### config.mk
export PLATFORM = sky130hd
export DESIGN_NAME = window_sum_engine
export DESIGN_NICKNAME = d
export VERILOG_FILES = /design/src/rtl/win_pkg.sv /design/src/rtl/window_sum_engine.sv /design/src/rtl/sum_packer.sv /design/src/rtl/row_accumulator.sv /design/src/rtl/axis_pixels.sv /design/src/rtl/edge_ram.sv /design/src/rtl/counter.sv
export SDC_FILE = /design/constraint.sdc
export NUM_CORES = 1
export LEC_CHECK = 0
export BUFFER_PORTS_ARGS = -buffer_cell sky130_fd_sc_hd__buf_2
export CAP_MARGIN = 10
export CELL_PAD_IN_SITES_DETAIL_PLACEMENT = 0
export CELL_PAD_IN_SITES_GLOBAL_PLACEMENT = 1
export CORE_MARGIN = 3
export CORE_UTILIZATION = 45
export CTS_CLUSTER_DIAMETER = 40
export DETAILED_ROUTE_END_ITERATION = 6
export PLACE_DENSITY_LB_ADDON = 0.1
export SLEW_MARGIN = 20
export SYNTH_ARGS = -nofsm -noshare
export SYNTH_HDL_FRONTEND = slang
export SYNTH_HIERARCHICAL = 1
export SYNTH_SLANG_ARGS = --single-unit
export TNS_END_PERCENT = 50
### constraint.sdc
create_clock -name aclk -period 3.7 [get_ports aclk]
set_input_delay 0.555 -clock aclk [delete_from_list [all_inputs] [get_ports aclk]]
set_output_delay 0.555 -clock aclk [all_outputs]
set_load 0.1 [all_outputs]
### src/rtl/win_pkg.sv
package win_pkg;

  // Array geometry
  localparam int ROWS          = 4;
  localparam int KH_MAX        = 3;
  localparam int EDGE_WORDS    = KH_MAX / 2;
  localparam int WORD_WIDTH    = 8;

  // Largest image handled
  localparam int IM_CIN_MAX    = 4;
  localparam int IM_COLS_MAX   = 16;
  localparam int IM_BLOCKS_MAX = 4;

  // Derived sizes
  localparam int IN_WORDS      = ROWS + EDGE_WORDS;
  localparam int SHIFT_WORDS   = ROWS + KH_MAX - 1;
  localparam int RAM_DEPTH     = IM_CIN_MAX * IM_COLS_MAX;

  // Holds KH_MAX * IM_CIN_MAX * 255
  localparam int ACC_WIDTH     = 12;

  localparam int BITS_KH2      = $clog2((KH_MAX + 1) / 2);
  localparam int BITS_KH       = $clog2(KH_MAX);
  localparam int BITS_CIN      = $clog2(IM_CIN_MAX);
  localparam int BITS_COLS     = $clog2(IM_COLS_MAX);
  localparam int BITS_BLOCKS   = $clog2(IM_BLOCKS_MAX);
  localparam int BITS_RAM_ADDR = $clog2(RAM_DEPTH);

  // Config word: kh2, cin-1, cols-1, blocks-1 from the LSB
  localparam int CFG_WIDTH     = BITS_KH2 + BITS_CIN + BITS_COLS + BITS_BLOCKS;

  typedef logic [WORD_WIDTH-1:0]    pixel_t;
  typedef logic [ACC_WIDTH-1:0]     acc_t;
  typedef logic [BITS_KH2-1:0]      kh2_t;
  typedef logic [BITS_CIN-1:0]      cin_t;
  typedef logic [BITS_COLS-1:0]     cols_t;
  typedef logic [BITS_BLOCKS-1:0]   blocks_t;
  typedef logic [BITS_RAM_ADDR-1:0] ram_addr_t;

  typedef enum logic [1:0] {
    CONFIG,
    PASS,
    DRAIN
  } stream_state_t;

endpackage
### src/rtl/window_sum_engine.sv
`timescale 1ns/100ps

module window_sum_engine
  import win_pkg::*;
(
  input  logic                   aclk,
  input  logic                   aresetn,

  output logic                   s_ready,
  input  logic                   s_valid,
  input  logic                   s_last,
  input  pixel_t [IN_WORDS-1:0]  s_data,

  input  logic                   m_ready,
  output logic                   m_valid,
  output acc_t [ROWS-1:0]        m_data,
  output logic                   m_last
);

  logic              tap_valid;
  pixel_t [ROWS-1:0] tap_data;
  logic              tap_col_end;
  logic              tap_frame_end;
  logic              pack_ready;

  logic [ROWS-1:0]   sum_valid;
  acc_t [ROWS-1:0]   sums;
  logic [ROWS-1:0]   sum_frame_end;

  axis_pixels pixels (
    .aclk          (aclk),
    .aresetn       (aresetn),
    .s_ready       (s_ready),
    .s_valid       (s_valid),
    .s_last        (s_last),
    .s_data        (s_data),
    .tap_ready     (pack_ready),
    .tap_valid     (tap_valid),
    .tap_data      (tap_data),
    .tap_col_end   (tap_col_end),
    .tap_frame_end (tap_frame_end)
  );

  for (genvar r = 0; r < ROWS; r++) begin : g_lane
    row_accumulator acc (
      .aclk          (aclk),
      .aresetn       (aresetn),
      .tap_valid     (tap_valid),
      .tap_in        (tap_data[r]),
      .tap_col_end   (tap_col_end),
      .tap_frame_end (tap_frame_end),
      .sum_ready     (pack_ready),
      .sum_valid     (sum_valid[r]),
      .sum           (sums[r]),
      .sum_frame_end (sum_frame_end[r])
    );
  end

  // Lanes share one handshake, so lane 0 speaks for all
  sum_packer packer (
    .aclk         (aclk),
    .aresetn      (aresetn),
    .in_valid     (sum_valid[0]),
    .in_sums      (sums),
    .in_frame_end (sum_frame_end[0]),
    .in_ready     (pack_ready),
    .m_ready      (m_ready),
    .m_valid      (m_valid),
    .m_data       (m_data),
    .m_last       (m_last)
  );

  assert property (@(posedge aclk) disable iff (!aresetn)
    sum_valid == {ROWS{sum_valid[0]}});

  assert property (@(posedge aclk) disable iff (!aresetn)
    sum_valid[0] |-> sum_frame_end == {ROWS{sum_frame_end[0]}});

endmodule

### src/rtl/sum_packer.sv
`timescale 1ns/100ps

module sum_packer
  import win_pkg::*;
(
  input  logic              aclk,
  input  logic              aresetn,

  input  logic              in_valid,
  input  acc_t [ROWS-1:0]   in_sums,
  input  logic              in_frame_end,
  output logic              in_ready,

  input  logic              m_ready,
  output logic              m_valid,
  output acc_t [ROWS-1:0]   m_data,
  output logic              m_last
);

  logic in_fire;
  logic m_fire;

  assign m_fire   = m_valid && m_ready;
  assign in_ready = !m_valid || m_ready;
  assign in_fire  = in_valid && in_ready;

  always_ff @(posedge aclk) begin
    if (!aresetn) begin
      m_valid <= 1'b0;
    end else if (in_fire) begin
      m_valid <= 1'b1;
    end else if (m_fire) begin
      m_valid <= 1'b0;
    end
  end

  // Frame end flag follows the beat it belongs to
  always_ff @(posedge aclk) begin
    if (!aresetn) begin
      m_last <= 1'b0;
    end else if (in_fire) begin
      m_last <= in_frame_end;
    end else if (m_fire) begin
      m_last <= 1'b0;
    end
  end

  // Lane 0 lands in the low word
  always_ff @(posedge aclk) begin
    if (in_fire) begin
      m_data <= in_sums;
    end
  end

  assert property (@(posedge aclk) disable iff (!aresetn)
    m_last |-> m_valid);

endmodule

### src/rtl/row_accumulator.sv
`timescale 1ns/100ps

module row_accumulator
  import win_pkg::*;
(
  input  logic   aclk,
  input  logic   aresetn,

  input  logic   tap_valid,
  input  pixel_t tap_in,
  input  logic   tap_col_end,
  input  logic   tap_frame_end,

  input  logic   sum_ready,
  output logic   sum_valid,
  output acc_t   sum,
  output logic   sum_frame_end
);

  acc_t acc;
  acc_t acc_next;
  logic tap_fire;
  logic sum_fire;

  // Taps wait while a pending sum cannot leave
  assign tap_fire = tap_valid && sum_ready;
  assign sum_fire = sum_valid && sum_ready;
  assign acc_next = acc + acc_t'(tap_in);

  always_ff @(posedge aclk) begin
    if (!aresetn) begin
      acc <= '0;
    end else if (tap_fire) begin
      if (tap_col_end) begin
        acc <= '0;
      end else begin
        acc <= acc_next;
      end
    end
  end

  always_ff @(posedge aclk) begin
    if (!aresetn) begin
      sum_valid <= 1'b0;
    end else if (tap_fire && tap_col_end) begin
      sum_valid <= 1'b1;
    end else if (sum_fire) begin
      sum_valid <= 1'b0;
    end
  end

  // Column total
  always_ff @(posedge aclk) begin
    if (tap_fire && tap_col_end) begin
      sum           <= acc_next;
      sum_frame_end <= tap_frame_end;
    end
  end

endmodule

### src/rtl/axis_pixels.sv
`timescale 1ns/100ps

module axis_pixels
  import win_pkg::*;
(
  input  logic                   aclk,
  input  logic                   aresetn,

  output logic                   s_ready,
  input  logic                   s_valid,
  input  logic                   s_last,
  input  pixel_t [IN_WORDS-1:0]  s_data,

  input  logic                   tap_ready,
  output logic                   tap_valid,
  output pixel_t [ROWS-1:0]      tap_data,
  output logic                   tap_col_end,
  output logic                   tap_frame_end
);

  stream_state_t state;

  logic en_config;
  logic pixel_fire;
  logic tap_fire;

  logic [IN_WORDS*WORD_WIDTH-1:0] s_flat;
  kh2_t    cfg_kh2;
  cin_t    cfg_cin;
  cols_t   cfg_cols;
  blocks_t cfg_blocks;
  kh2_t    kh2_r;

  logic [BITS_KH-1:0] taps_max;
  logic tap_last;
  logic ci_last, ci_wrap;
  logic col_wrap;
  logic blk_first, blk_last;

  ram_addr_t ram_addr;
  pixel_t [EDGE_WORDS-1:0] ram_rd_data;
  pixel_t [EDGE_WORDS-1:0] edge_top;

  // Stage after the RAM read
  logic                  r_valid;
  logic                  r_adv;
  pixel_t [IN_WORDS-1:0] data_r;
  logic                  first_blk_r;
  logic                  col_end_r;
  logic                  frame_end_r;

  // Tap stage
  logic                     sh_valid;
  logic                     sh_free;
  pixel_t [SHIFT_WORDS-1:0] shift_reg;
  logic                     sh_col_end;
  logic                     sh_frame_end;

  assign s_flat = s_data;
  assign {cfg_blocks, cfg_cols, cfg_cin, cfg_kh2} = s_flat[CFG_WIDTH-1:0];

  assign en_config  = (state == CONFIG);
  assign pixel_fire = (state == PASS) && s_valid && s_ready;
  assign tap_fire   = tap_valid && tap_ready;

  always_ff @(posedge aclk) begin
    if (!aresetn) begin
      state <= CONFIG;
    end else begin
      case (state)
        CONFIG: if (s_valid) state <= PASS;
        PASS:   if (pixel_fire && s_last) state <= DRAIN;
        DRAIN:  if (tap_fire && tap_frame_end) state <= CONFIG;
        default: state <= CONFIG;
      endcase
    end
  end

  always_comb begin
    case (state)
      CONFIG:  s_ready = 1'b1;
      PASS:    s_ready = !r_valid || r_adv;
      default: s_ready = 1'b0;
    endcase
  end

  always_ff @(posedge aclk) begin
    if (en_config) begin
      kh2_r <= cfg_kh2;
    end
  end

  assign taps_max = BITS_KH'({cfg_kh2, 1'b0});

  // Taps run on the output side, the rest follows input beats
  counter #(.W(BITS_KH)) tap_cnt (
    .aclk(aclk), .clear(en_config), .en(tap_fire), .max_count(taps_max),
    .first(), .last(tap_last), .last_clk()
  );

  counter #(.W(BITS_CIN)) ci_cnt (
    .aclk(aclk), .clear(en_config), .en(pixel_fire), .max_count(cfg_cin),
    .first(), .last(ci_last), .last_clk(ci_wrap)
  );

  counter #(.W(BITS_COLS)) col_cnt (
    .aclk(aclk), .clear(en_config), .en(ci_wrap), .max_count(cfg_cols),
    .first(), .last(), .last_clk(col_wrap)
  );

  counter #(.W(BITS_BLOCKS)) blk_cnt (
    .aclk(aclk), .clear(en_config), .en(col_wrap), .max_count(cfg_blocks),
    .first(blk_first), .last(blk_last), .last_clk()
  );

  // One address per channel and column, restarting each block
  always_ff @(posedge aclk) begin
    if (en_config || col_wrap) begin
      ram_addr <= '0;
    end else if (pixel_fire) begin
      ram_addr <= ram_addr + 1'b1;
    end
  end

  edge_ram edge_mem (
    .aclk    (aclk),
    .rd_en   (pixel_fire && !blk_first),
    .rd_addr (ram_addr),
    .rd_data (ram_rd_data),
    .wr_en   (pixel_fire && !blk_last),
    .wr_addr (ram_addr),
    .wr_data (s_data[ROWS-1 -: EDGE_WORDS])
  );

  assign sh_free = !sh_valid || (tap_fire && tap_last);
  assign r_adv   = r_valid && sh_free;

  always_ff @(posedge aclk) begin
    if (!aresetn) begin
      r_valid <= 1'b0;
    end else if (pixel_fire) begin
      r_valid <= 1'b1;
    end else if (r_adv) begin
      r_valid <= 1'b0;
    end
  end

  always_ff @(posedge aclk) begin
    if (pixel_fire) begin
      data_r      <= s_data;
      first_blk_r <= blk_first;
      col_end_r   <= ci_last;
      frame_end_r <= s_last;
    end
  end

  // Zero padding above the first block
  assign edge_top = first_blk_r ? '0 : ram_rd_data;

  always_ff @(posedge aclk) begin
    if (!aresetn) begin
      sh_valid <= 1'b0;
    end else if (r_adv) begin
      sh_valid <= 1'b1;
    end else if (tap_fire && tap_last) begin
      sh_valid <= 1'b0;
    end
  end

  always_ff @(posedge aclk) begin
    if (r_adv) begin
      shift_reg    <= {data_r, edge_top};
      sh_col_end   <= col_end_r;
      sh_frame_end <= frame_end_r;
    end else if (tap_fire) begin
      shift_reg    <= shift_reg >> WORD_WIDTH;
    end
  end

  // Lane r starts kh2 rows above its own row
  always_comb begin
    for (int r = 0; r < ROWS; r++) begin
      tap_data[r] = shift_reg[r + EDGE_WORDS - int'(kh2_r)];
    end
  end

  assign tap_valid     = sh_valid;
  assign tap_col_end   = sh_col_end && tap_last;
  assign tap_frame_end = sh_frame_end && tap_last;

  assert property (@(posedge aclk) disable iff (!aresetn)
    tap_valid && !tap_ready |=> tap_valid && $stable(tap_data));

endmodule

### src/rtl/edge_ram.sv
`timescale 1ns/100ps

module edge_ram
  import win_pkg::*;
(
  input  logic                     aclk,

  input  logic                     rd_en,
  input  ram_addr_t                rd_addr,
  output pixel_t [EDGE_WORDS-1:0]  rd_data,

  input  logic                     wr_en,
  input  ram_addr_t                wr_addr,
  input  pixel_t [EDGE_WORDS-1:0]  wr_data
);

  pixel_t [EDGE_WORDS-1:0] mem [RAM_DEPTH];

  always_ff @(posedge aclk) begin
    if (wr_en) begin
      mem[wr_addr] <= wr_data;
    end
  end

  // Read returns the old word on an address collision
  always_ff @(posedge aclk) begin
    if (rd_en) begin
      rd_data <= mem[rd_addr];
    end
  end

endmodule

### src/rtl/counter.sv
`timescale 1ns/100ps

module counter #(
  parameter int W = 4
) (
  input  logic         aclk,
  input  logic         clear,
  input  logic         en,
  input  logic [W-1:0] max_count,
  output logic         first,
  output logic         last,
  output logic         last_clk
);

  logic [W-1:0] count;
  logic [W-1:0] max_r;

  // Maximum is captured while clear is held
  always_ff @(posedge aclk) begin
    if (clear) begin
      count <= '0;
      max_r <= max_count;
    end else if (en) begin
      if (last) begin
        count <= '0;
      end else begin
        count <= count + 1'b1;
      end
    end
  end

  assign first    = (count == '0);
  assign last     = (count == max_r);

  // Wraps on this edge
  assign last_clk = last && en;

endmodule

Word-level counts from Yosys, hierarchy flattened. Memory sizes are Yosys's and may differ from the RTL's. A register that Yosys moved wholly into a read port is not among the register bits. Index checks and enable logic that the tools add are counted.

Input port bits: 45. Bits in writable memories: 512. Logic and storage cells: 143. Memories: 1. Output and inout bits: 51. Register bits after elaboration: 270.

Memories: pixels.edge_mem.mem (words 64, bits a word 8, read ports 1, clocked after memory_dff 1, wr ports 1, line edge_ram.sv:17) `pixel_t [EDGE_WORDS-1:0] mem [RAM_DEPTH];`.

Reductions and logical operators: 33. $add $sub $neg: 13. Mux-type cells: 39. Equality and inequality tests: 9. Order comparisons: 4.

Operators with widths (count): $lt A32 B5 Y1 const B (4); $bmux W8 S3 (4); $mux W48 (2); $mux W8 (9); $add A12 B8 Y12 (4); $mux W12 (4); $logic_and A1 B1 Y1 (16); $mux W2 (6); $mux W1 (11); $reduce_bool A2 Y1 (5); $add A2 B1 Y2 const B (3); $add A6 B1 Y6 const B (1); $eq A2 B2 Y1 (3); $pmux W2 S3 (1); $sub A2 B1 Y3 const A (2); $logic_not A1 Y1 (5); $add A4 B1 Y4 const B (1); $eq A4 B4 Y1 (1); $logic_not A2 Y1 (2); $logic_or A1 B1 Y1 (4); $mux W4 (1); $ne A2 B2 Y1 const B (2); $sub A3 B1 Y4 const A (1); $reduce_and A3 Y1 (1); other kinds (5) (5).

Logic depth before layout (Yosys ltp). Gate-level depths: netlist of the first run.

Depth after elaboration: 12. Gate-level depth with buffers: 11. Depth with buffers taken out: 9.

By module. The synthesis of the first run kept the hierarchy.

By module, submodules not included: edge_ram (area each 20246.9 µm², instances 1, sequential area each 15615.0 µm², cells each 940); axis_pixels (area each 4324.1 µm², instances 1, sequential area each 3022.9 µm², cells each 326); row_accumulator (g_lane[0].acc ...) (area each 1415.1 µm², instances 3, sequential area each 650.6 µm², cells each 139); sum_packer (area each 1552.7 µm², instances 1, sequential area each 1481.4 µm², cells each 59); row_accumulator (g_lane[3].acc) (area each 1358.8 µm², instances 1, sequential area each 650.6 µm², cells each 125); counter (pixels.blk_cnt ...) (area each 182.7 µm², instances 3, sequential area each 100.1 µm², cells each 16); counter (pixels.col_cnt) (area each 447.9 µm², instances 1, sequential area each 200.2 µm², cells each 35).

Least setup slack after synthesis of the first run. Ideal clock, no wire load.

Path type: register to register. Start point: register packer.m_valid. End point: memory pixels/edge_mem/mem[62][0] (netlist name), enable pin. Arrival time: 3970 ps. Library setup time: 370 ps. Cell stages (with the launch flop): 9. Required time: 3330 ps. Path slack: -641 ps. Buffers on the path: 0. Clock period less this slack: 4341 ps. Path through: dfxtp_1 -> nor2b_4 -> inv_2 -> a21boi_4 -> a21oi_2 -> nor2b_1 -> nor2b_1 -> nand3_1 -> nor2_1.

Cells in the longest elaborated chain, start to end: 12.

RTL lines: start: declaration (line sum_packer.sv:15) `output logic m_valid,`; start signal: assignment (line sum_packer.sv:29) `m_valid <= 1'b0;`; start signal: assignment (line sum_packer.sv:31) `m_valid <= 1'b1;`; start signal: assignment (line sum_packer.sv:33) `m_valid <= 1'b0;`; $logic_not A1 Y1 (line sum_packer.sv:24) `assign in_ready = !m_valid || m_ready;`; $logic_or A1 B1 Y1 (line sum_packer.sv:24); via pack_ready (line window_sum_engine.sv:24) `logic pack_ready;`; $logic_and A1 B1 Y1 (line axis_pixels.sv:64) `assign tap_fire = tap_valid && tap_ready;`; $logic_and A1 B1 Y1 (line axis_pixels.sv:135) `assign sh_free = !sh_valid || (tap_fire && tap_last);`; $logic_or A1 B1 Y1 (line axis_pixels.sv:135); $logic_and A1 B1 Y1 (line axis_pixels.sv:136) `assign r_adv = r_valid && sh_free;`; $logic_or A1 B1 Y1 (line axis_pixels.sv:82) `PASS: s_ready = !r_valid || r_adv;`; $pmux W1 S2 (line axis_pixels.sv:80) `case (state)`; $logic_and A1 B1 Y1 (line axis_pixels.sv:63) `assign pixel_fire = (state == PASS) && s_valid && s_ready;`; via pixels.pixel_fire (line axis_pixels.sv:24) `logic pixel_fire;`; $logic_and A1 B1 Y1 (line axis_pixels.sv:130) `.wr_en (pixel_fire && !blk_last),`; $mux W1 (line edge_ram.sv:20) `if (wr_en) begin`; $mux W1 (not written as such) (line edge_ram.sv:21) `mem[wr_addr] <= wr_data;`; end: declaration (line edge_ram.sv:17).

The timed path passes the listed nets, and every way through them passes these cells.

Worst setup path after layout of the first run.
Start point: register pixels.tap_cnt.max_r[1]. End point: memory pixels/edge_mem/mem[20][4] (netlist name), enable pin.

Cells in the longest elaborated chain, start to end: 10.

RTL lines: start: declaration (line counter.sv:16) `logic [W-1:0] max_r;`; start signal: assignment (line counter.sv:22) `max_r <= max_count;`; $eq A2 B2 Y1 (line counter.sv:33) `assign last = (count == max_r);`; via pixels.tap_last (line axis_pixels.sv:35) `logic tap_last;`; $logic_and A1 B1 Y1 (line axis_pixels.sv:135); $logic_or A1 B1 Y1 (line axis_pixels.sv:135); $logic_and A1 B1 Y1 (line axis_pixels.sv:136); $logic_or A1 B1 Y1 (line axis_pixels.sv:82); $pmux W1 S2 (line axis_pixels.sv:80); $logic_and A1 B1 Y1 (line axis_pixels.sv:63); via pixels.pixel_fire (line axis_pixels.sv:24); $logic_and A1 B1 Y1 (line axis_pixels.sv:130); $mux W1 (line edge_ram.sv:20); $mux W1 (not written as such) (line edge_ram.sv:21).

The timed path passes the listed nets, and every way through them passes these cells.

==> reports/results.ini, run 1 <==
[critical_path]
path_max_fanout = 9
reg2reg_slack_ns = 0.47
worstSetupPathType = flip-flop to flip-flop
max_stage_delay_ns = 0.55
path_common_cell = nor2b_1
required_ns = 4.00
path_cells = xor2_1 > nor2_1 > a21boi_4 > a21oi_4 > nor2b_1 > nor2b_1 > nand2_1 > nor2_2
r2r-end = pixels/edge_mem/mem[20][4]$_DFFE_PP_
critPathArrivalTime_ns = 3.53
startpoint_type = flip-flop
crit_path_end_kind = flip-flop
r2r-start = pixels/tap_cnt/max_r[1]$_DFFE_PP_
r2r.worst_path.cells = 8
cp_slowest_cell = nor2_2

[timing]
max_slew.worst_pin.slew_ns = 1.02
setup_ws_ns = 0.472
setup_violations = 0
finalCriticalPeriod_ns = 3.23
finalCritPeriodShare = 0.872
slew_headroom = 0.318
hold_slack_ns = 0.0807
fmax_mhz = 310
timing.final.max_slew_violations = 0
clock_skew_ns = 0.0221
finalSetupTns_ns = 0
hold_violations = 0
rsz0062_at_grt = no

[clock_network]
clock_sinks = 792
cts_setup_buffers = 0
clk_path_buf_depth = 3
cts_root_buffer = clkbuf_16
h-tree-depth = 3
post_cts_resized = 0
numCtsBuffers = 114
cts.clk_slew.worst_paths_ns = 0.06
clk_latency_ns = 0.66
cts_hold_buf = 0
cts_tree = yes

[die]
dieHeight_um = 275
io_pins = 96
rows = 97
die_width_um = 275
fp.coreArea_um2 = 70800
start_util = 0.460
die_area_um2 = 75500

[route]
drtIter0Drc = 1381
drc = 0
route.final.wire_length_mm = 72.3
ant_nets = 0
vias_per_cell = 5.45
wl_per_cell_um = 22.7
firstDrtPassIters = 5
num_vias = 17300

[global_routing]
first_global_vias = 17600
antenna_found_initial = 0
grt_max_degree = 52
use_met2 = 0.324
grt_pass1_wl_mm = 110
grt.met1_usage = 0.263
globalRouteTotalUtil = 0.194
met3_usage = 0.0344
grt-ovfl-total = 0
grt_busiest_layer = met2

[synth]
yosys_warnings = 6
syn_avg_cell_area_um2 = 16.8
syn_area_um2 = 32500
syn_inst = 1933
syn_nets = 2020

[placed_design]
dp_slack_ns = 0.429
gp_congestion = 0.812
io_buffers = 95
dpl.hpwl_mm = 46.8
place_area_um2 = 34500

[power]
power_density_nw_per_um2 = 559
p_leak_nw = 12.6
peakVddDrop_mv = 0.465

[cells_and_area]
regMostFlops = pixels/edge_mem/mem
post-route-util = 0.542
area_growth_pct = 18.0
antennaDiodeCount = 0
drive_gt1_frac = 0.271
nets = 2236
largest_reg_flops = 512
fill_cells = 5658
final_area_um2 = 38400

[min_path]
whs_endpoint = pixels/data_r[22]$_DFFE_PN_
worstHoldPathType = input pin to flip-flop
worstHoldStart = s_data[22]
hold_depth = 1

[run]
maxCapViolCount = 0

[status]
status = complete, no violations

## worst max-delay path by stage
stage,endpoint,start,cells past startpoint
global placement,pixels/edge_mem/mem[20][4]$_DFFE_PP_,m_ready,9
finish,pixels/edge_mem/mem[20][4]$_DFFE_PP_,pixels/tap_cnt/max_r[1]$_DFFE_PP_,8
floorplan,pixels/edge_mem/mem[62][0]$_DFFE_PP_,packer/m_valid$_SDFFE_PN0P_,8
CTS,pixels/edge_mem/mem[20][4]$_DFFE_PP_,pixels/tap_cnt/max_r[1]$_DFFE_PP_,8
detailed placement,pixels/edge_mem/mem[20][4]$_DFFE_PP_,m_ready,9
global route,pixels/edge_mem/mem[2][0]$_DFFE_PP_,pixels/tap_cnt/max_r[1]$_DFFE_PP_,8
## routing by layer
| metal | part of all wire | vias to the layer above |
|---|---|---|
| met5 | 0 | - |
| met4 | 0.023 | 0 |
| met3 | 0.049 | 116 |
| met2 | 0.50 | 439 |
| met1 | 0.43 | 8730 |
| li1 | - | 8060 |
## layout make-up
class	instances	area, um2	area share
clock buffers	127	3010	0.0783
clock inverters	84	853	0.0222
inverters	42	158	0.00411
multi-input cells	1013	8850	0.231
flip-flops and latches	792	23100	0.601
well taps	940	1180	0.0306
repair buffers	186	1250	0.0325
## per-stage QoR
step,power (mW),cells
after floorplan,10.6,1933
after global placement,10.9,2973
after detailed placement,10.9,2973
after CTS,21.7,3184
after global routing,22.2,3184
final,21.4,3184
## power breakdown
| part | switching, mW | total [mW] | internal [mW] |
|---|---|---|---|
| Sequential | 0.0561 | 9.91 | 9.86 |
| Clock | 4.08 | 10.7 | 6.62 |
| Combinational | 0.531 | 0.836 | 0.305 |
| Total | 4.66 | 21.4 | 16.8 |
## worst max-delay path: cells and delay by family (launching register included)
kind	cells	cell delay, ns
xor gates and xnor gates	1	0.17
AOI/OAI and AO/OA	2	0.35
DFF	1	0.39
and+or+nand+nor	5	1.95
## cell usage in the layout, fill, tap and decap left out, drive strengths merged, types with 9 or more instances in the layout
cell	count
xor2	20
inv	63
o211ai	9
nand4	11
a211oi	21
nand2	165
ha	38
and2	28
nand2b	15
xnor2	30
clkinvlp	14
nand3	34
a32o	9
clkbuf	127
mux2	46
a22oi	18
dfxtp	71
nor3	26
mux2i	27
o21a	9
a21oi	50
a21o	9
nor2b	27
mux4	126
nand3b	16
o21ai	25
bufinv	10
clkinv	39
buf	186
o22ai	9
edfxtp	721
o221ai	10
nor2	118
Power figures use the tool's default switching activity.
==> run 2, diff against run 1 <==
Settings changed: CORE_UTILIZATION 45 to 50.
Clock period 3.7 ns to 3.62 ns, I/O delays scaled along.
==> reports/results.ini, run 2 (same netlist as run 1, synthesis figures left out) <==
[status]
status = complete, no violations  ; unchanged

[route]
vias_per_cell = 5.73  ; was 5.45
wl_met3_mm = 4.39  ; was 3.52 mm
wl_per_cell_um = 23.0  ; was 22.7 um
drc = 0  ; unchanged
firstDrtPassIters = 5  ; unchanged
wl_met1_mm = 30.0  ; was 31.1 mm
drtIter0Drc = 1406  ; was 1381
num_vias = 17700  ; was 17300
route.final.wire_length_mm = 71.2  ; was 72.3 mm
ant_nets = 0  ; unchanged
topRoutingLayerUsed = met5  ; was met4
dr_wl_met2_mm = 34.7  ; was 35.9 mm

[critical_path]
r2r-end = pixels/edge_mem/mem[39][4]$_DFFE_PP_  ; was pixels/edge_mem/mem[20][4]$_DFFE_PP_
reg2reg_slack_ns = 0.51  ; was 0.47 ns
path_max_fanout = 9  ; unchanged
crit_path_end_kind = flip-flop  ; unchanged
critPathArrivalTime_ns = 3.46  ; was 3.53 ns
required_ns = 3.97  ; was 4.00 ns
startpoint_type = flip-flop  ; unchanged
r2r-start = pixels/tap_cnt/max_r[1]$_DFFE_PP_  ; unchanged
r2r.worst_path.cells = 9  ; was 8
worstSetupPathType = flip-flop to flip-flop  ; unchanged

[power]
power_density_nw_per_um2 = 566  ; was 559 nW/um2
p_clk_frac = 0.493  ; was 0.499
seqPwrFrac = 0.467  ; was 0.462
p_leak_nw = 12.6  ; about the same
peakVddDrop_mv = 0.461  ; was 0.465 mV
power_frac_comb = 0.039  ; about the same
internal_power_mw = 16.9  ; was 16.8 mW
power_switching_mw = 4.73  ; was 4.66 mW
finalPower_mw = 21.7  ; was 21.4 mW
p_sw_frac = 0.218  ; was 0.217

[timing]
rsz0062_at_grt = no  ; unchanged
slew_headroom = 0.318  ; about the same
fmax_mhz = 322  ; was 310 MHz
clock_skew_ns = 0.0291  ; was 0.0221 ns
finalCritPeriodShare = 0.858  ; was 0.872
hold_slack_ns = 0.0683  ; was 0.0807 ns
max_slew.worst_pin.slew_ns = 1.02  ; about the same
finalCriticalPeriod_ns = 3.11  ; was 3.23 ns
timing.final.max_slew_violations = 0  ; unchanged
finalSetupTns_ns = 0  ; unchanged
hold_violations = 0  ; unchanged
setup_violations = 0  ; unchanged
setup_ws_ns = 0.513  ; was 0.472 ns

[clock_network]
clock_sinks = 792  ; unchanged
numCtsBuffers = 110  ; was 114
clk_latency_ns = 0.66  ; about the same
post_cts_resized = 0  ; unchanged
cts_hold_buf = 0  ; unchanged
cts_setup_buffers = 0  ; unchanged
cts_tree = yes  ; unchanged
clk_path_buf_depth = 3  ; unchanged
h-tree-depth = 3  ; unchanged
cts.clk_slew.worst_paths_ns = 0.06  ; about the same
cts_root_buffer = clkbuf_16  ; unchanged

[placed_design]
io_buffers = 95  ; unchanged
gp_congestion = 0.837  ; was 0.812
dp_slack_ns = 0.542  ; was 0.429 ns
dpl.hpwl_mm = 46.1  ; was 46.8 mm

[die]
io_pins = 96  ; unchanged
start_util = 0.511  ; was 0.460
die_area_um2 = 68100  ; was 75500 um2
die_width_um = 261  ; was 275 um
dieHeight_um = 261  ; was 275 um
rows = 92  ; was 97
fp.coreArea_um2 = 63700  ; was 70800 um2

[cells_and_area]
fill_cells = 4747  ; was 5658
drive_gt1_frac = 0.272  ; was 0.271
nets = 2247  ; was 2236
final_common_cell = edfxtp_1  ; unchanged
final_cell_mix = 721 x edfxtp_1, 165 x nand2_1, 126 x mux4_2, 111 x clkbuf_16, 109 x nor2_1  ; was 721 x edfxtp_1, 165 x nand2_1, 126 x mux4_2, 118 x clkbuf_16, 104 x nor2_1
regMostFlops = pixels/edge_mem/mem  ; unchanged
post-route-util = 0.601  ; was 0.542
largest_reg_flops = 512  ; unchanged
area_growth_pct = 17.7  ; was 18.0%

[global_routing]
first_global_vias = 17900  ; was 17600
antenna_found_initial = 2  ; was 0
grt_max_degree = 53  ; was 52
grt-ovfl-total = 0  ; unchanged
grt_pass1_wl_mm = 109  ; was 110 mm
globalRouteTotalUtil = 0.212  ; was 0.194

[run]
maxCapViolCount = 0  ; unchanged

[min_path]
hold_depth = 1  ; unchanged
whs_endpoint = pixels/data_r[15]$_DFFE_PN_  ; was pixels/data_r[22]$_DFFE_PN_
worstHoldStart = s_data[15]  ; was s_data[22]
worstHoldPathType = input pin to flip-flop  ; unchanged

==> run 2: changes by cell type in the layout (fill, tap and decap cells not counted), moves of 2 or more <==
| cell | delta |
|---|---|
| buf_4 | +14 |
| clkbuf_16 | -7 |
| clkinv_1 | -7 |
| clkbuf_1 | +6 |
| clkinv_2 | -5 |
| nor2_1 | +5 |
| nor2_2 | -5 |
| inv_8 | +3 |
| clkinv_8 | +2 |
==> run 2: worst max path at each step <==
| stage | endpoint | depth (start not counted) | slack (ns) | startpoint |
|---|---|---|---|---|
| 6_report | pixels/edge_mem/mem[39][4]$_DFFE_PP_ | 9 | 0.51 | pixels/tap_cnt/max_r[1]$_DFFE_PP_ |
| 5_1_grt | pixels/edge_mem/mem[30][1]$_DFFE_PP_ | 9 | 0.29 | pixels/tap_cnt/max_r[1]$_DFFE_PP_ |
| 4_1_cts | s_ready | 5 | 0.52 | pixels/tap_cnt/max_r[1]$_DFFE_PP_ |
| 3_5_place_dp | pixels/edge_mem/mem[39][7]$_DFFE_PP_ | 10 | 0.54 | m_ready |
| 3_3_place_gp | pixels/edge_mem/mem[47][6]$_DFFE_PP_ | 10 | 0.58 | m_ready |
| 2_1_floorplan | pixels/edge_mem/mem[14][0]$_DFFE_PP_ | 8 | 0.09 | packer/m_valid$_SDFFE_PN0P_ |
==> run 2: worst max-delay path, cell delays in order (launching register included) <==
cell	delay, ns
edfxtp_1	0.38
xor2_1	0.17
nor2_1	0.30
a21boi_4	0.17
a21oi_4	0.15
nor2b_1	0.33
buf_4	0.22
nand4_1	0.58
nor2_1	0.29
buf_4	0.21
==> run 2: layout make-up <==
| type | instances | area, um2 | share of cell area |
|---|---|---|---|
| Sequential cell | 792 | 23100 | 0.603 |
| Multi-Input combinational cell | 1013 | 8840 | 0.231 |
| Clock buffer | 125 | 2840 | 0.0742 |
| Timing Repair Buffer | 201 | 1360 | 0.0355 |
| Tap cell | 846 | 1060 | 0.0277 |
| Clock inverter | 79 | 918 | 0.0240 |
| Inverter | 42 | 158 | 0.00412 |
| Antenna cell | 1 | 2.50 | 0.0000654 |
==> run 2: through the flow <==
| stage | std cells | area [um2] |
|---|---|---|
| finish | 3099 | 38300 |
| global route | 3098 | 38300 |
| CTS | 3097 | 38200 |
| detailed placement | 2893 | 34500 |
| global placement | 2893 | 34500 |
| floorplan | 1933 | 32500 |
==> run 2: per-layer routing <==
| layer | track usage | up-vias |
|---|---|---|
| met5 | 0 | - |
| li1 | - | 8096 |
| met1 | 0.295 | 8985 |
| met4 | 0.0735 | 4 |
| met2 | 0.345 | 543 |
| met3 | 0.0356 | 120 |
==> run 2: power groups by stage <==
stage	logic [mW]	clock network [mW]	registers, mW
after floorplan	0.545	0	10.3
after global placement	0.838	0	10.3
after detailed placement	0.850	0	10.3
after CTS	0.856	10.9	10.1
after global routing	0.930	11.3	10.1
final	0.846	10.7	10.1
==> run 3, diff against run 2 <==
Settings changed: PLACE_DENSITY set to 0.74, PLACE_DENSITY_LB_ADDON 0.1 to unset.
==> reports/results.ini, run 3 (same netlist as run 1, synthesis figures left out) <==
[status]
status = complete, no violations  ; unchanged

[timing]
rsz0062_at_grt = no  ; unchanged
timing.final.max_slew_violations = 0  ; unchanged
fmax_mhz = 297  ; was 322 MHz
slew_headroom = 0.413  ; was 0.318
finalCriticalPeriod_ns = 3.37  ; was 3.11 ns
finalSetupTns_ns = 0  ; unchanged
clock_skew_ns = 0.0275  ; was 0.0291 ns
finalCritPeriodShare = 0.932  ; was 0.858
setup_violations = 0  ; unchanged
max_slew.worst_pin.slew_ns = 0.880  ; was 1.02 ns
hold_violations = 0  ; unchanged

[power]
finalPower_mw = 21.6  ; was 21.7 mW
p_leak_nw = 12.5  ; was 12.6 nW
peakVddDrop_mv = 0.411  ; was 0.461 mV
power_density_nw_per_um2 = 568  ; was 566 nW/um2

[critical_path]
required_ns = 3.89  ; was 3.97 ns
crit_path_end_kind = flip-flop  ; unchanged
max_stage_delay_ns = 0.65  ; was 0.58 ns
crit_family = simple AND/OR/NAND/NOR gates  ; unchanged
crit_buf_inv = 0  ; was 2
cp_slowest_cell = nor2_2  ; was nand4_1
path_max_fanout = 8  ; was 9
startpoint_type = flip-flop  ; unchanged
worstSetupPathType = flip-flop to flip-flop  ; unchanged
path_common_cell = nor2b_1
path_cells = xor2_1 > nor2_1 > a21boi_4 > a21oi_4 > nor2b_1 > nor2b_1 > nand3_1 > nor2_2  ; was xor2_1 > nor2_1 > a21boi_4 > a21oi_4 > nor2b_1 > buf_4 > nand4_1 > nor2_1 > buf_4
reg2reg_slack_ns = 0.25  ; was 0.51 ns
critPathArrivalTime_ns = 3.64  ; was 3.46 ns

[cells_and_area]
post-route-util = 0.599  ; was 0.601
regMostFlops = pixels/edge_mem/mem  ; unchanged
antennaDiodeCount = 0  ; was 1
nets = 2228  ; was 2247
largest_reg_flops = 512  ; unchanged
fill_cells = 4720  ; was 4747
final_common_cell = edfxtp_1  ; unchanged
area_growth_pct = 17.2  ; was 17.7%
drive_gt1_frac = 0.266  ; was 0.272
final_cell_mix = 721 x edfxtp_1, 165 x nand2_1, 126 x mux4_2, 109 x nor2_1, 107 x clkbuf_16  ; was 721 x edfxtp_1, 165 x nand2_1, 126 x mux4_2, 111 x clkbuf_16, 109 x nor2_1
final_area_um2 = 38100  ; was 38300 um2

[route]
ant_nets = 0  ; unchanged
vias_per_cell = 5.73  ; about the same
drtIter0Drc = 1391  ; was 1406
wl_per_cell_um = 22.6  ; was 23.0 um
num_vias = 17600  ; was 17700
route.final.wire_length_mm = 69.4  ; was 71.2 mm
drc = 0  ; unchanged
firstDrtPassIters = 5  ; unchanged

[die]
die_width_um = 261  ; unchanged
io_pins = 96  ; unchanged
start_util = 0.511  ; unchanged
die_area_um2 = 68100  ; unchanged
fp.coreArea_um2 = 63700  ; unchanged
rows = 92  ; unchanged
dieHeight_um = 261  ; unchanged

[global_routing]
grt_pass1_wl_mm = 107  ; was 109 mm
antenna_found_initial = 0  ; was 2
grt_max_degree = 66  ; was 53
first_global_vias = 18000  ; was 17900
grt-ovfl-total = 0  ; unchanged
globalRouteTotalUtil = 0.208  ; was 0.212

[clock_network]
cts_root_buffer = clkbuf_16  ; unchanged
h-tree-depth = 3  ; unchanged
cts_tree = yes  ; unchanged
post_cts_resized = 0  ; unchanged
cts.clk_slew.worst_paths_ns = 0.06  ; about the same
clk_latency_ns = 0.65  ; was 0.66 ns
cts_hold_buf = 0  ; unchanged
clk_path_buf_depth = 3  ; unchanged
cts_setup_buffers = 0  ; unchanged
numCtsBuffers = 106  ; was 110
clock_sinks = 792  ; unchanged

[placed_design]
gp_congestion = 0.807  ; was 0.837
dpl.hpwl_mm = 43.9  ; was 46.1 mm
io_buffers = 95  ; unchanged
place_area_um2 = 34400  ; was 34500 um2

[min_path]
worstHoldPathType = input pin to flip-flop  ; unchanged

[run]
maxCapViolCount = 0  ; unchanged

## run 3: final timing paths
kind,depth (start not counted),from,endpoint
max,8,pixels/tap_cnt/max_r[1]$_DFFE_PP_,pixels/edge_mem/mem[46][1]$_DFFE_PP_
max reg2reg,8,pixels/tap_cnt/max_r[1]$_DFFE_PP_,pixels/edge_mem/mem[46][1]$_DFFE_PP_
min reg2reg,0,g_lane[0].acc/sum[3]$_DFFE_PP_,packer/m_data[3]$_DFFE_PP_
min,1,s_data[9],pixels/data_r[9]$_DFFE_PN_
## run 3: where the power goes
part | leakage [nW] | switching [mW] | internal [mW] | total [mW]
Clock | 1.78 | 4.10 | 6.58 | 10.7
Combinational | 3.66 | 0.527 | 0.310 | 0.837
Sequential | 7.10 | 0.0573 | 10.1 | 10.1
## run 3: through the flow
step	cells	hold slack (ns)	setup slack, ns
after global placement	2878	0.401	0.337
after detailed placement	2879	0.405	0.290
after CTS	3078	0.0370	0.246
after global routing	3078	0.0461	0.0583
after floorplan	1933	0.400	0.0915
final	3078	0.0779	0.248
## run 3: metal layers
layer / vias to the layer above / routed length (um) / global-route usage / part of all wire
met5: - / 0 / 0 / 0
met4: 0 / 2030 / 0.0738 / 0.029
met2: 462 / 34000 / 0.338 / 0.49
met3: 119 / 3400 / 0.0309 / 0.049
met1: 9012 / 30000 / 0.290 / 0.43
li1: 8044 / - / - / -
## run 3: area by class of cell
class	instances	area [um2]	share of cell area
Sequential cell	792	23100	0.606
Multi-Input combinational cell	1013	8840	0.232
Clock buffer	119	2740	0.0719
Timing Repair Buffer	186	1250	0.0328
Tap cell	846	1060	0.0278
Clock inverter	80	985	0.0258
Inverter	42	158	0.00414
